### src/logic/alu_pkg.sv
package alu_pkg;

    localparam int WORD_W     = 32;
    localparam int RES_W      = 64;
    localparam int DIV_CYCLES = 32;
    localparam int DIV_CNT_W  = $clog2(DIV_CYCLES);

    typedef logic [WORD_W-1:0] word_t;
    typedef logic [RES_W-1:0]  res_t;

    // Opcode values follow the existing CPU encoding.
    typedef enum logic [4:0] {
        OP_ADD  = 5'd1,
        OP_SUB  = 5'd2,
        OP_MUL  = 5'd3,
        OP_DIV  = 5'd4,
        OP_SHR  = 5'd5,
        OP_SHL  = 5'd6,
        OP_SHRA = 5'd7,
        OP_ROR  = 5'd8,
        OP_ROL  = 5'd9,
        OP_AND  = 5'd10,
        OP_OR   = 5'd11,
        OP_NEG  = 5'd12,
        OP_XOR  = 5'd13,
        OP_NOR  = 5'd14,
        OP_NOT  = 5'd15
    } alu_op_t;

    typedef struct packed {
        alu_op_t op;
        word_t   a;
        word_t   b;
    } alu_req_t;

    // Shift class covers opcodes 5 to 9.
    function automatic logic op_is_shift(alu_op_t op);
        return op inside {OP_SHR, OP_SHL, OP_SHRA, OP_ROR, OP_ROL};
    endfunction

    function automatic logic op_is_div(alu_op_t op);
        return op == OP_DIV;
    endfunction

endpackage

### src/logic/alu_arith_logic.sv
`timescale 1ns/1ps

module alu_arith_logic
    import alu_pkg::*;
(
    input  alu_op_t op,
    input  word_t   a,
    input  word_t   b,
    output res_t    result
);

    logic [WORD_W:0] sum;
    logic [WORD_W:0] diff;
    res_t            prod;
    word_t           and_ab;
    word_t           or_ab;
    word_t           xor_ab;
    word_t           nor_ab;
    word_t           not_b;
    word_t           neg_b;

    // Carry out lands in bit 32.
    assign sum = {1'b0, a} + {1'b0, b};

    // A plus inverted B plus one, so bit 32 is the no-borrow bit.
    assign diff = {1'b0, a} + {1'b0, ~b} + {{WORD_W{1'b0}}, 1'b1};

    assign prod = res_t'(a) * res_t'(b);

    assign and_ab = a & b;
    assign or_ab  = a | b;
    assign xor_ab = a ^ b;
    assign nor_ab = ~(a | b);
    assign not_b  = ~b;
    assign neg_b  = not_b + word_t'(1);

    always_comb begin
        case (op)
            OP_ADD: begin
                result = res_t'(sum);
            end
            OP_SUB: begin
                result = res_t'(diff);
            end
            OP_MUL: begin
                result = prod;
            end
            OP_AND: begin
                result = res_t'(and_ab);
            end
            OP_OR: begin
                result = res_t'(or_ab);
            end
            OP_XOR: begin
                result = res_t'(xor_ab);
            end
            OP_NOR: begin
                result = res_t'(nor_ab);
            end
            OP_NOT: begin
                result = res_t'(not_b);
            end
            OP_NEG: begin
                result = res_t'(neg_b);
            end
            // Shifts, divide and unknown codes belong elsewhere.
            default: begin
                result = '0;
            end
        endcase
    end

endmodule

### src/logic/alu_shifter.sv
`timescale 1ns/1ps

module alu_shifter
    import alu_pkg::*;
(
    input  alu_op_t    op,
    input  word_t      a,
    input  logic [4:0] amount,
    output res_t       result
);

    logic [2*WORD_W-1:0] dbl;
    logic [2*WORD_W-1:0] ror_full;
    logic [2*WORD_W-1:0] rol_full;
    word_t               shr_v;
    word_t               shl_v;
    word_t               shra_v;
    word_t               sel;

    assign shr_v  = a >> amount;
    assign shl_v  = a << amount;
    assign shra_v = $signed(a) >>> amount;

    // Rotates shift a doubled copy of A and keep one half.
    assign dbl      = {a, a};
    assign ror_full = dbl >> amount;
    assign rol_full = dbl << amount;

    always_comb begin
        case (op)
            OP_SHR: begin
                sel = shr_v;
            end
            OP_SHL: begin
                sel = shl_v;
            end
            OP_SHRA: begin
                sel = shra_v;
            end
            OP_ROR: begin
                sel = ror_full[WORD_W-1:0];
            end
            OP_ROL: begin
                sel = rol_full[2*WORD_W-1:WORD_W];
            end
            default: begin
                sel = '0;
            end
        endcase
    end

    assign result = op_is_shift(op) ? res_t'(sel) : '0;

endmodule

### src/logic/alu_divider.sv
`timescale 1ns/1ps

module alu_divider
    import alu_pkg::*;
(
    input  logic  clk,
    input  logic  arst_n,
    input  logic  start,
    input  word_t dividend,
    input  word_t divisor,
    output word_t quotient,
    output word_t remainder,
    output logic  busy,
    output logic  done
);

    word_t                rem_q;
    word_t                quo_q;
    word_t                dvsr_q;
    logic [DIV_CNT_W-1:0] cnt;
    logic [WORD_W:0]      shifted;
    logic [WORD_W:0]      trial;
    logic                 iterate;
    logic                 last;

    // Bring the next dividend bit into the partial remainder and try a subtract.
    assign shifted = {rem_q, quo_q[WORD_W-1]};
    assign trial   = shifted - {1'b0, dvsr_q};

    assign iterate = busy & ~done;
    assign last    = cnt == DIV_CNT_W'(DIV_CYCLES - 1);

    always_ff @(posedge clk or negedge arst_n) begin
        if (!arst_n) begin
            busy <= 1'b0;
            done <= 1'b0;
            cnt  <= '0;
        end else begin
            done <= 1'b0;
            if (start && !busy) begin
                busy <= 1'b1;
                cnt  <= '0;
            end else if (iterate) begin
                cnt <= cnt + 1'b1;
                if (last) begin
                    done <= 1'b1;
                end
            end else if (done) begin
                // Busy stays up through the done cycle.
                busy <= 1'b0;
            end
        end
    end

    always_ff @(posedge clk) begin
        if (start && !busy) begin
            rem_q  <= '0;
            quo_q  <= dividend;
            dvsr_q <= divisor;
        end else if (iterate) begin
            // Restore when the trial subtract went negative.
            if (trial[WORD_W]) begin
                rem_q <= shifted[WORD_W-1:0];
                quo_q <= {quo_q[WORD_W-2:0], 1'b0};
            end else begin
                rem_q <= trial[WORD_W-1:0];
                quo_q <= {quo_q[WORD_W-2:0], 1'b1};
            end
        end
    end

    assign quotient  = quo_q;
    assign remainder = rem_q;

    a_done_single: assert property (
        @(posedge clk) disable iff (!arst_n)
        done |=> !done
    );

    a_done_after_busy: assert property (
        @(posedge clk) disable iff (!arst_n)
        done |-> $past(busy)
    );

endmodule

### src/logic/alu.sv
`timescale 1ns/1ps

module alu
    import alu_pkg::*;
(
    input  logic     clk,
    input  logic     arst_n,
    input  logic     start,
    input  alu_req_t req,
    output res_t     c,
    output logic     done,
    output logic     busy
);

    logic  accept;
    logic  div_start;
    logic  comb_accept;
    logic  div_done;
    res_t  al_res;
    res_t  sh_res;
    res_t  comb_res;
    word_t quotient;
    word_t remainder;

    // Requests are only taken while no divide is running.
    assign accept      = start & ~busy;
    assign div_start   = accept & op_is_div(req.op);
    assign comb_accept = accept & ~op_is_div(req.op);

    alu_arith_logic u_arith_logic (
        .op     (req.op),
        .a      (req.a),
        .b      (req.b),
        .result (al_res)
    );

    alu_shifter u_shifter (
        .op     (req.op),
        .a      (req.a),
        .amount (req.b[4:0]),
        .result (sh_res)
    );

    alu_divider u_divider (
        .clk       (clk),
        .arst_n    (arst_n),
        .start     (div_start),
        .dividend  (req.a),
        .divisor   (req.b),
        .quotient  (quotient),
        .remainder (remainder),
        .busy      (busy),
        .done      (div_done)
    );

    // Units zero their output for foreign opcodes, so an OR merges them.
    assign comb_res = al_res | sh_res;

    always_ff @(posedge clk or negedge arst_n) begin
        if (!arst_n) begin
            c    <= '0;
            done <= 1'b0;
        end else begin
            done <= comb_accept | div_done;
            if (comb_accept) begin
                c <= comb_res;
            end else if (div_done) begin
                c <= {remainder, quotient};
            end
        end
    end

    a_single_cycle: assert property (
        @(posedge clk) disable iff (!arst_n)
        comb_accept |=> done
    );

    // Busy may only rise after a divide was accepted.
    a_busy_from_div: assert property (
        @(posedge clk) disable iff (!arst_n)
        $rose(busy) |-> $past(div_start)
    );

endmodule

### config.mk
export PLATFORM = sky130hd
export DESIGN_NAME = alu
export DESIGN_NICKNAME = d
export VERILOG_FILES = /design/src/logic/alu_pkg.sv /design/src/logic/alu_arith_logic.sv /design/src/logic/alu_shifter.sv /design/src/logic/alu_divider.sv /design/src/logic/alu.sv
export SDC_FILE = /design/constraint.sdc
export NUM_CORES = 2
export LEC_CHECK = 0
export BUFFER_PORTS_ARGS = -buffer_cell sky130_fd_sc_hd__buf_2
export CAP_MARGIN = 0
export CORE_ASPECT_RATIO = 0.7
export CORE_UTILIZATION = 55
export DETAILED_ROUTE_END_ITERATION = 10
export PLACE_DENSITY = 0.73
export SYNTH_ARGS = -nofsm -noshare
export SYNTH_HDL_FRONTEND = slang
export SYNTH_HIERARCHICAL = 1
export SYNTH_SLANG_ARGS = --single-unit
### constraint.sdc
create_clock -name clk -period 3.45 [get_ports clk]
set_clock_uncertainty 0.15 [all_clocks]
set_input_delay 0.1725 -clock clk [delete_from_list [all_inputs] [get_ports clk]]
set_output_delay 0.1725 -clock clk [all_outputs]
set_load 0.005 [all_outputs]
==> report_table.html <==
<table>
<tr><th>Metric</th><th>Value</th></tr>
<tr><th colspan="2">Hold path</th></tr>
<tr><td>Min-Delay Path Class</td><td>primary input to register</td></tr>
<tr><th colspan="2">Clocking</th></tr>
<tr><td>TritonCTS clock tree</td><td>yes</td></tr>
<tr><td>Maximum buffer depth of the clock tree</td><td>2</td></tr>
<tr><td>Skew-Pair Late Insertion Delay</td><td>0.52 ns</td></tr>
<tr><td>TritonCTS Sinks</td><td>168</td></tr>
<tr><td>H-tree Lvls</td><td>4</td></tr>
<tr><td>Cell at the root of the clock tree</td><td>sky130_fd_sc_hd__clkbuf_16</td></tr>
<tr><td>Number of buffers inserted during clock tree synthesis</td><td>17</td></tr>
<tr><td>Clock Pin Slew Worst Setup and Hold Paths</td><td>0.07 ns</td></tr>
<tr><th colspan="2">Yosys</th></tr>
<tr><td>Cell count after synthesis</td><td>6317</td></tr>
<tr><td>Syn Std Cell Area</td><td>roughly 0.053 mm²</td></tr>
<tr><td>Register area share after synthesis</td><td>8.18%</td></tr>
<tr><td>Synthesized area per cell</td><td>~8.4 µm²</td></tr>
<tr><td>Flops &amp; latches, synth</td><td>168</td></tr>
<tr><td>Number of synthesized flops with an enable pin</td><td>64</td></tr>
<tr><td>Proportion of register bits with asynchronous set or reset after synthesis</td><td>a little over two fifths</td></tr>
<tr><td>Largest area contributor in the synthesized netlist</td><td>sky130_fd_sc_hd__fa_1</td></tr>
<tr><td>Top FF cell, synth</td><td>sky130_fd_sc_hd__dfrtp_1</td></tr>
<tr><td>Library cell with the highest instance count after synthesis</td><td>sky130_fd_sc_hd__inv_1</td></tr>
<tr><td>Area fraction of the dominant cell type after synthesis</td><td>33.7%</td></tr>
<tr><td>Library cells used by synthesis</td><td>between 100 and 150</td></tr>
<tr><td>Synth cell count leaders</td><td>sky130_fd_sc_hd__inv_1 (1004), sky130_fd_sc_hd__fa_1 (899), sky130_fd_sc_hd__nor2_1 (776)</td></tr>
<tr><td>Leading post-synthesis cells by cell area</td><td>sky130_fd_sc_hd__fa_1 (34%), sky130_fd_sc_hd__ha_1 (9.2%), sky130_fd_sc_hd__inv_1 (7.1%)</td></tr>
<tr><td>Synth Warn #</td><td>6</td></tr>
<tr><th colspan="2">Global route</th></tr>
<tr><td>Number of global-route vias before repair</td><td>between 50000 and 60000</td></tr>
<tr><td>Global-route wire length before repair</td><td>392000 µm</td></tr>
<tr><td>Leftover overflow at the end of global routing</td><td>0</td></tr>
<tr><td>Number of antenna violations at the first check in global routing</td><td>25</td></tr>
<tr><td>GRT Total Usage</td><td>55.5%</td></tr>
<tr><td>Pin count of the biggest net entering global routing</td><td>80</td></tr>
<tr><th colspan="2">Worst setup path</th></tr>
<tr><td>Slowest cell delay on critical path</td><td>0.61 ns</td></tr>
<tr><td>Kind of capture point of the worst setup path</td><td>register</td></tr>
<tr><td>Critical path's slowest cell</td><td>sky130_fd_sc_hd__fa_2</td></tr>
<tr><td>Data arrival time of the worst path</td><td>around 7.6 ns</td></tr>
<tr><td>Worst Path Required</td><td>3.65 ns</td></tr>
<tr><td>Buf+Inv Stages, Crit Path</td><td>8</td></tr>
<tr><td>Critical path class</td><td>primary input to register</td></tr>
<tr><td>Family with the most delay on the worst path</td><td>adder cells</td></tr>
<tr><td>Most frequent cell on the critical path</td><td>sky130_fd_sc_hd__fa_1</td></tr>
<tr><td>Critical-path maximum fanout</td><td>4</td></tr>
<tr><td>Critical path launch point type</td><td>primary input</td></tr>
<tr><th colspan="2">Run status</th></tr>
<tr><td>Status</td><td>finished, violations left</td></tr>
<tr><td>Failing checks</td><td>negative setup slack</td></tr>
<tr><th colspan="2">Die</th></tr>
<tr><td>Ports</td><td>138</td></tr>
<tr><td>Initial standard-cell utilization of the core</td><td>a little under three fifths</td></tr>
<tr><td>Number of standard-cell rows in the floorplan</td><td>95</td></tr>
<tr><td>DIE AREA</td><td>0.0983 mm²</td></tr>
<tr><td>Overall die width</td><td>374 µm</td></tr>
<tr><td>Core Region</td><td>0.0960 mm²</td></tr>
<tr><td>DIE HEIGHT</td><td>about 260 µm</td></tr>
<tr><th colspan="2">Timing</th></tr>
<tr><td>RSZ-0062 raised after global routing</td><td>true</td></tr>
<tr><td>Worst slew slack as a fraction of its limit</td><td>19.3%</td></tr>
<tr><td>Shortest clock period the worst path allows after layout</td><td>approximately 7.4 ns</td></tr>
<tr><td>Final clock period utilization by the worst path</td><td>215%</td></tr>
<tr><td>Number of hold violations in the final report</td><td>0</td></tr>
<tr><td>Count of endpoints failing setup in the final report</td><td>93</td></tr>
<tr><td>Final Worst Setup Slack</td><td>-3.96 ns</td></tr>
<tr><td>Worst-Margin Slew</td><td>1.21 ns</td></tr>
<tr><td>Slew Limit Fails</td><td>0</td></tr>
<tr><td>Fmax</td><td>135 MHz</td></tr>
<tr><td>Sum of negative setup slack</td><td>-223.42 ns</td></tr>
<tr><th colspan="2">Routing</th></tr>
<tr><td>Final routed wirelength across all metal layers</td><td>approximately 280000 µm</td></tr>
<tr><td>Routed vias</td><td>58055</td></tr>
<tr><td>Number of remaining DRC errors</td><td>0</td></tr>
<tr><td>Via count normalized by instance count</td><td>between 6 and 7</td></tr>
<tr><td>First-pass iteration count of the detailed router</td><td>10</td></tr>
<tr><td>Mean routed wirelength per cell</td><td>32.2 µm</td></tr>
<tr><td>First DRT Iteration DRCs</td><td>10177</td></tr>
<tr><td>Antenna Violating Nets Remaining</td><td>0</td></tr>
<tr><th colspan="2">Cells and area</th></tr>
<tr><td>Ratio of cells with drive above 1 in the final layout</td><td>31.0%</td></tr>
<tr><td>Layout overhead on the synthesized area</td><td>32.8%</td></tr>
<tr><td>Final layout net count</td><td>8869</td></tr>
<tr><th colspan="2">Placed design</th></tr>
<tr><td>HPWL after detailed placement</td><td>219000 µm</td></tr>
<tr><td>Port-buffer cells</td><td>137</td></tr>
<tr><td>Final RePlAce weighted congestion</td><td>1.15</td></tr>
<tr><th colspan="2">Flow run</th></tr>
<tr><td>Number of max-cap violations</td><td>0</td></tr>
</table>
[cell usage in the layout, fill, tap and decap left out, types with 24 or more instances in the layout]
cell / n
sky130_fd_sc_hd__dfxtp_1: 32
sky130_fd_sc_hd__nand2_1: 734
sky130_fd_sc_hd__a211oi_1: 34
sky130_fd_sc_hd__nor2_1: 674
sky130_fd_sc_hd__o21ai_1: 39
sky130_fd_sc_hd__a22oi_1: 24
sky130_fd_sc_hd__a221oi_1: 38
sky130_fd_sc_hd__conb_1: 32
sky130_fd_sc_hd__inv_1: 932
sky130_fd_sc_hd__buf_6: 129
sky130_fd_sc_hd__mux4_2: 47
sky130_fd_sc_hd__fa_1: 830
sky130_fd_sc_hd__buf_4: 1184
sky130_fd_sc_hd__o211ai_1: 38
sky130_fd_sc_hd__buf_12: 116
sky130_fd_sc_hd__ha_1: 324
sky130_fd_sc_hd__xnor2_1: 49
sky130_fd_sc_hd__o21ai_0: 121
sky130_fd_sc_hd__nor2_2: 70
sky130_fd_sc_hd__inv_2: 61
sky130_fd_sc_hd__o21bai_1: 28
sky130_fd_sc_hd__ha_4: 62
sky130_fd_sc_hd__a21o_1: 71
sky130_fd_sc_hd__nand4_1: 42
sky130_fd_sc_hd__a21oi_2: 26
sky130_fd_sc_hd__nor2b_1: 26
sky130_fd_sc_hd__fa_2: 69
sky130_fd_sc_hd__dfrtp_1: 71
sky130_fd_sc_hd__nor2_4: 35
sky130_fd_sc_hd__o22ai_1: 42
sky130_fd_sc_hd__o221ai_1: 40
sky130_fd_sc_hd__buf_2: 93
sky130_fd_sc_hd__edfxtp_1: 64
sky130_fd_sc_hd__nor3_1: 60
sky130_fd_sc_hd__buf_8: 31
sky130_fd_sc_hd__mux2_2: 77
sky130_fd_sc_hd__mux2i_1: 209
sky130_fd_sc_hd__a21oi_1: 208
sky130_fd_sc_hd__nand2b_1: 48
sky130_fd_sc_hd__nand3_1: 58
[layer usage]
metal / up-vias / GRT usage (%) / share of wire (%)
li1: 22916 / - / -
met1: 28134 / 71.4 / 35
met2: 5600 / 72.4 / 37
met3: 1377 / 32.4 / 20
met4: 28 / 29.1 / 7.3
met5: - / 0.677 / 0.12
[state kept, by name, indices dropped and copies added, names as in the netlist]
signal	count
u_divider/busy	1
u_divider/quotient	32
u_divider/done	1
u_divider/remainder	32
u_divider/dvsr_q	32
u_divider/cnt	5
c	64
done	1
[logic make-up (layout without fill, tap and decap cells)]
logic type,count (synthesis),count (layout),synth area share [%]
fa+ha+maj,1293,1293,43.0
mux,344,344,7.85
buf+inv,1461,2630,10.9
xor+xnor,90,90,1.49
flops,168,168,8.18
other cells,1,46,0.00703
simple gates,1954,1954,15.6
compound gates,1006,1006,13.0
[through the flow]
step / cell area (µm²) / worst slack [ns] / cells / hold WS (ns) / utilization [%]
floorplan: 54200 / -3.72 / 6348 / -0.273 / -
global placement: 64700 / -4.61 / 8575 / 0.274 / 67.4
detailed placement: 64700 / -4.67 / 8575 / 0.283 / 67.4
CTS: 69400 / -3.78 / 8733 / 0.0176 / 72.3
global route: 70900 / -4.04 / 8784 / 0.00236 / 73.8
finish: 70900 / -3.96 / 8792 / 0.0316 / 73.8
[worst reg2reg max path, delay by kind of cell, from the launching register on]
family	cells	cell delay, ns
mux	1	0.25
fa+ha+maj	1	0.37
xor+xnor	1	0.28
compound gates	8	1.84
buf+inv	3	0.66
flops	1	0.39
[cell type report]
type	instances	area, µm²
fill	6858	25100
multi-input combinational	4719	46400
clock inverter	13	113
inverter	1027	3970
antenna	14	35.0
tap	1261	1580
clock buffer	19	433
timing repair buffer	1571	14000
sequential	168	4370
[worst paths after layout]
| kind | start | to | slack, ns | cells past startpoint |
|---|---|---|---|---|
| max in group asynchronous | arst_n | u_divider/done$_DFF_PN0_ | 2.03 | 2 |
| setup / recovery | req[6] | c[29]$_DFFE_PN0P_ | -3.96 | 29 |
| hold reg to reg | u_divider/remainder[17]$_SDFFE_PP0P_ | u_divider/remainder[17]$_SDFFE_PP0P_ | 0.35 | 2 |
| hold / removal | req[7] | u_divider/dvsr_q[7]$_DFFE_PP_ | 0.03 | 2 |
| setup reg to reg | u_divider/dvsr_q[6]$_DFFE_PP_ | u_divider/remainder[23]$_SDFFE_PP0P_ | -0.64 | 14 |
| min in group asynchronous | arst_n | done$_DFF_PN0_ | 0.30 | 2 |
[timing repair]
action / 4_1_cts / 5_1_grt
setup endpoints to repair: 97 / 96
hold endpoints to repair: 77 / 0
cloned: 11 / 1
pin swaps: 313 / 170
buffers inserted: 129 / 59
gates resized for setup: 697 / 251
hold buffers: 6 / 0
Power is left out: the tool's default activity adds up to more than one toggle a clock period on the data nets, which glitch-free logic cannot reach.
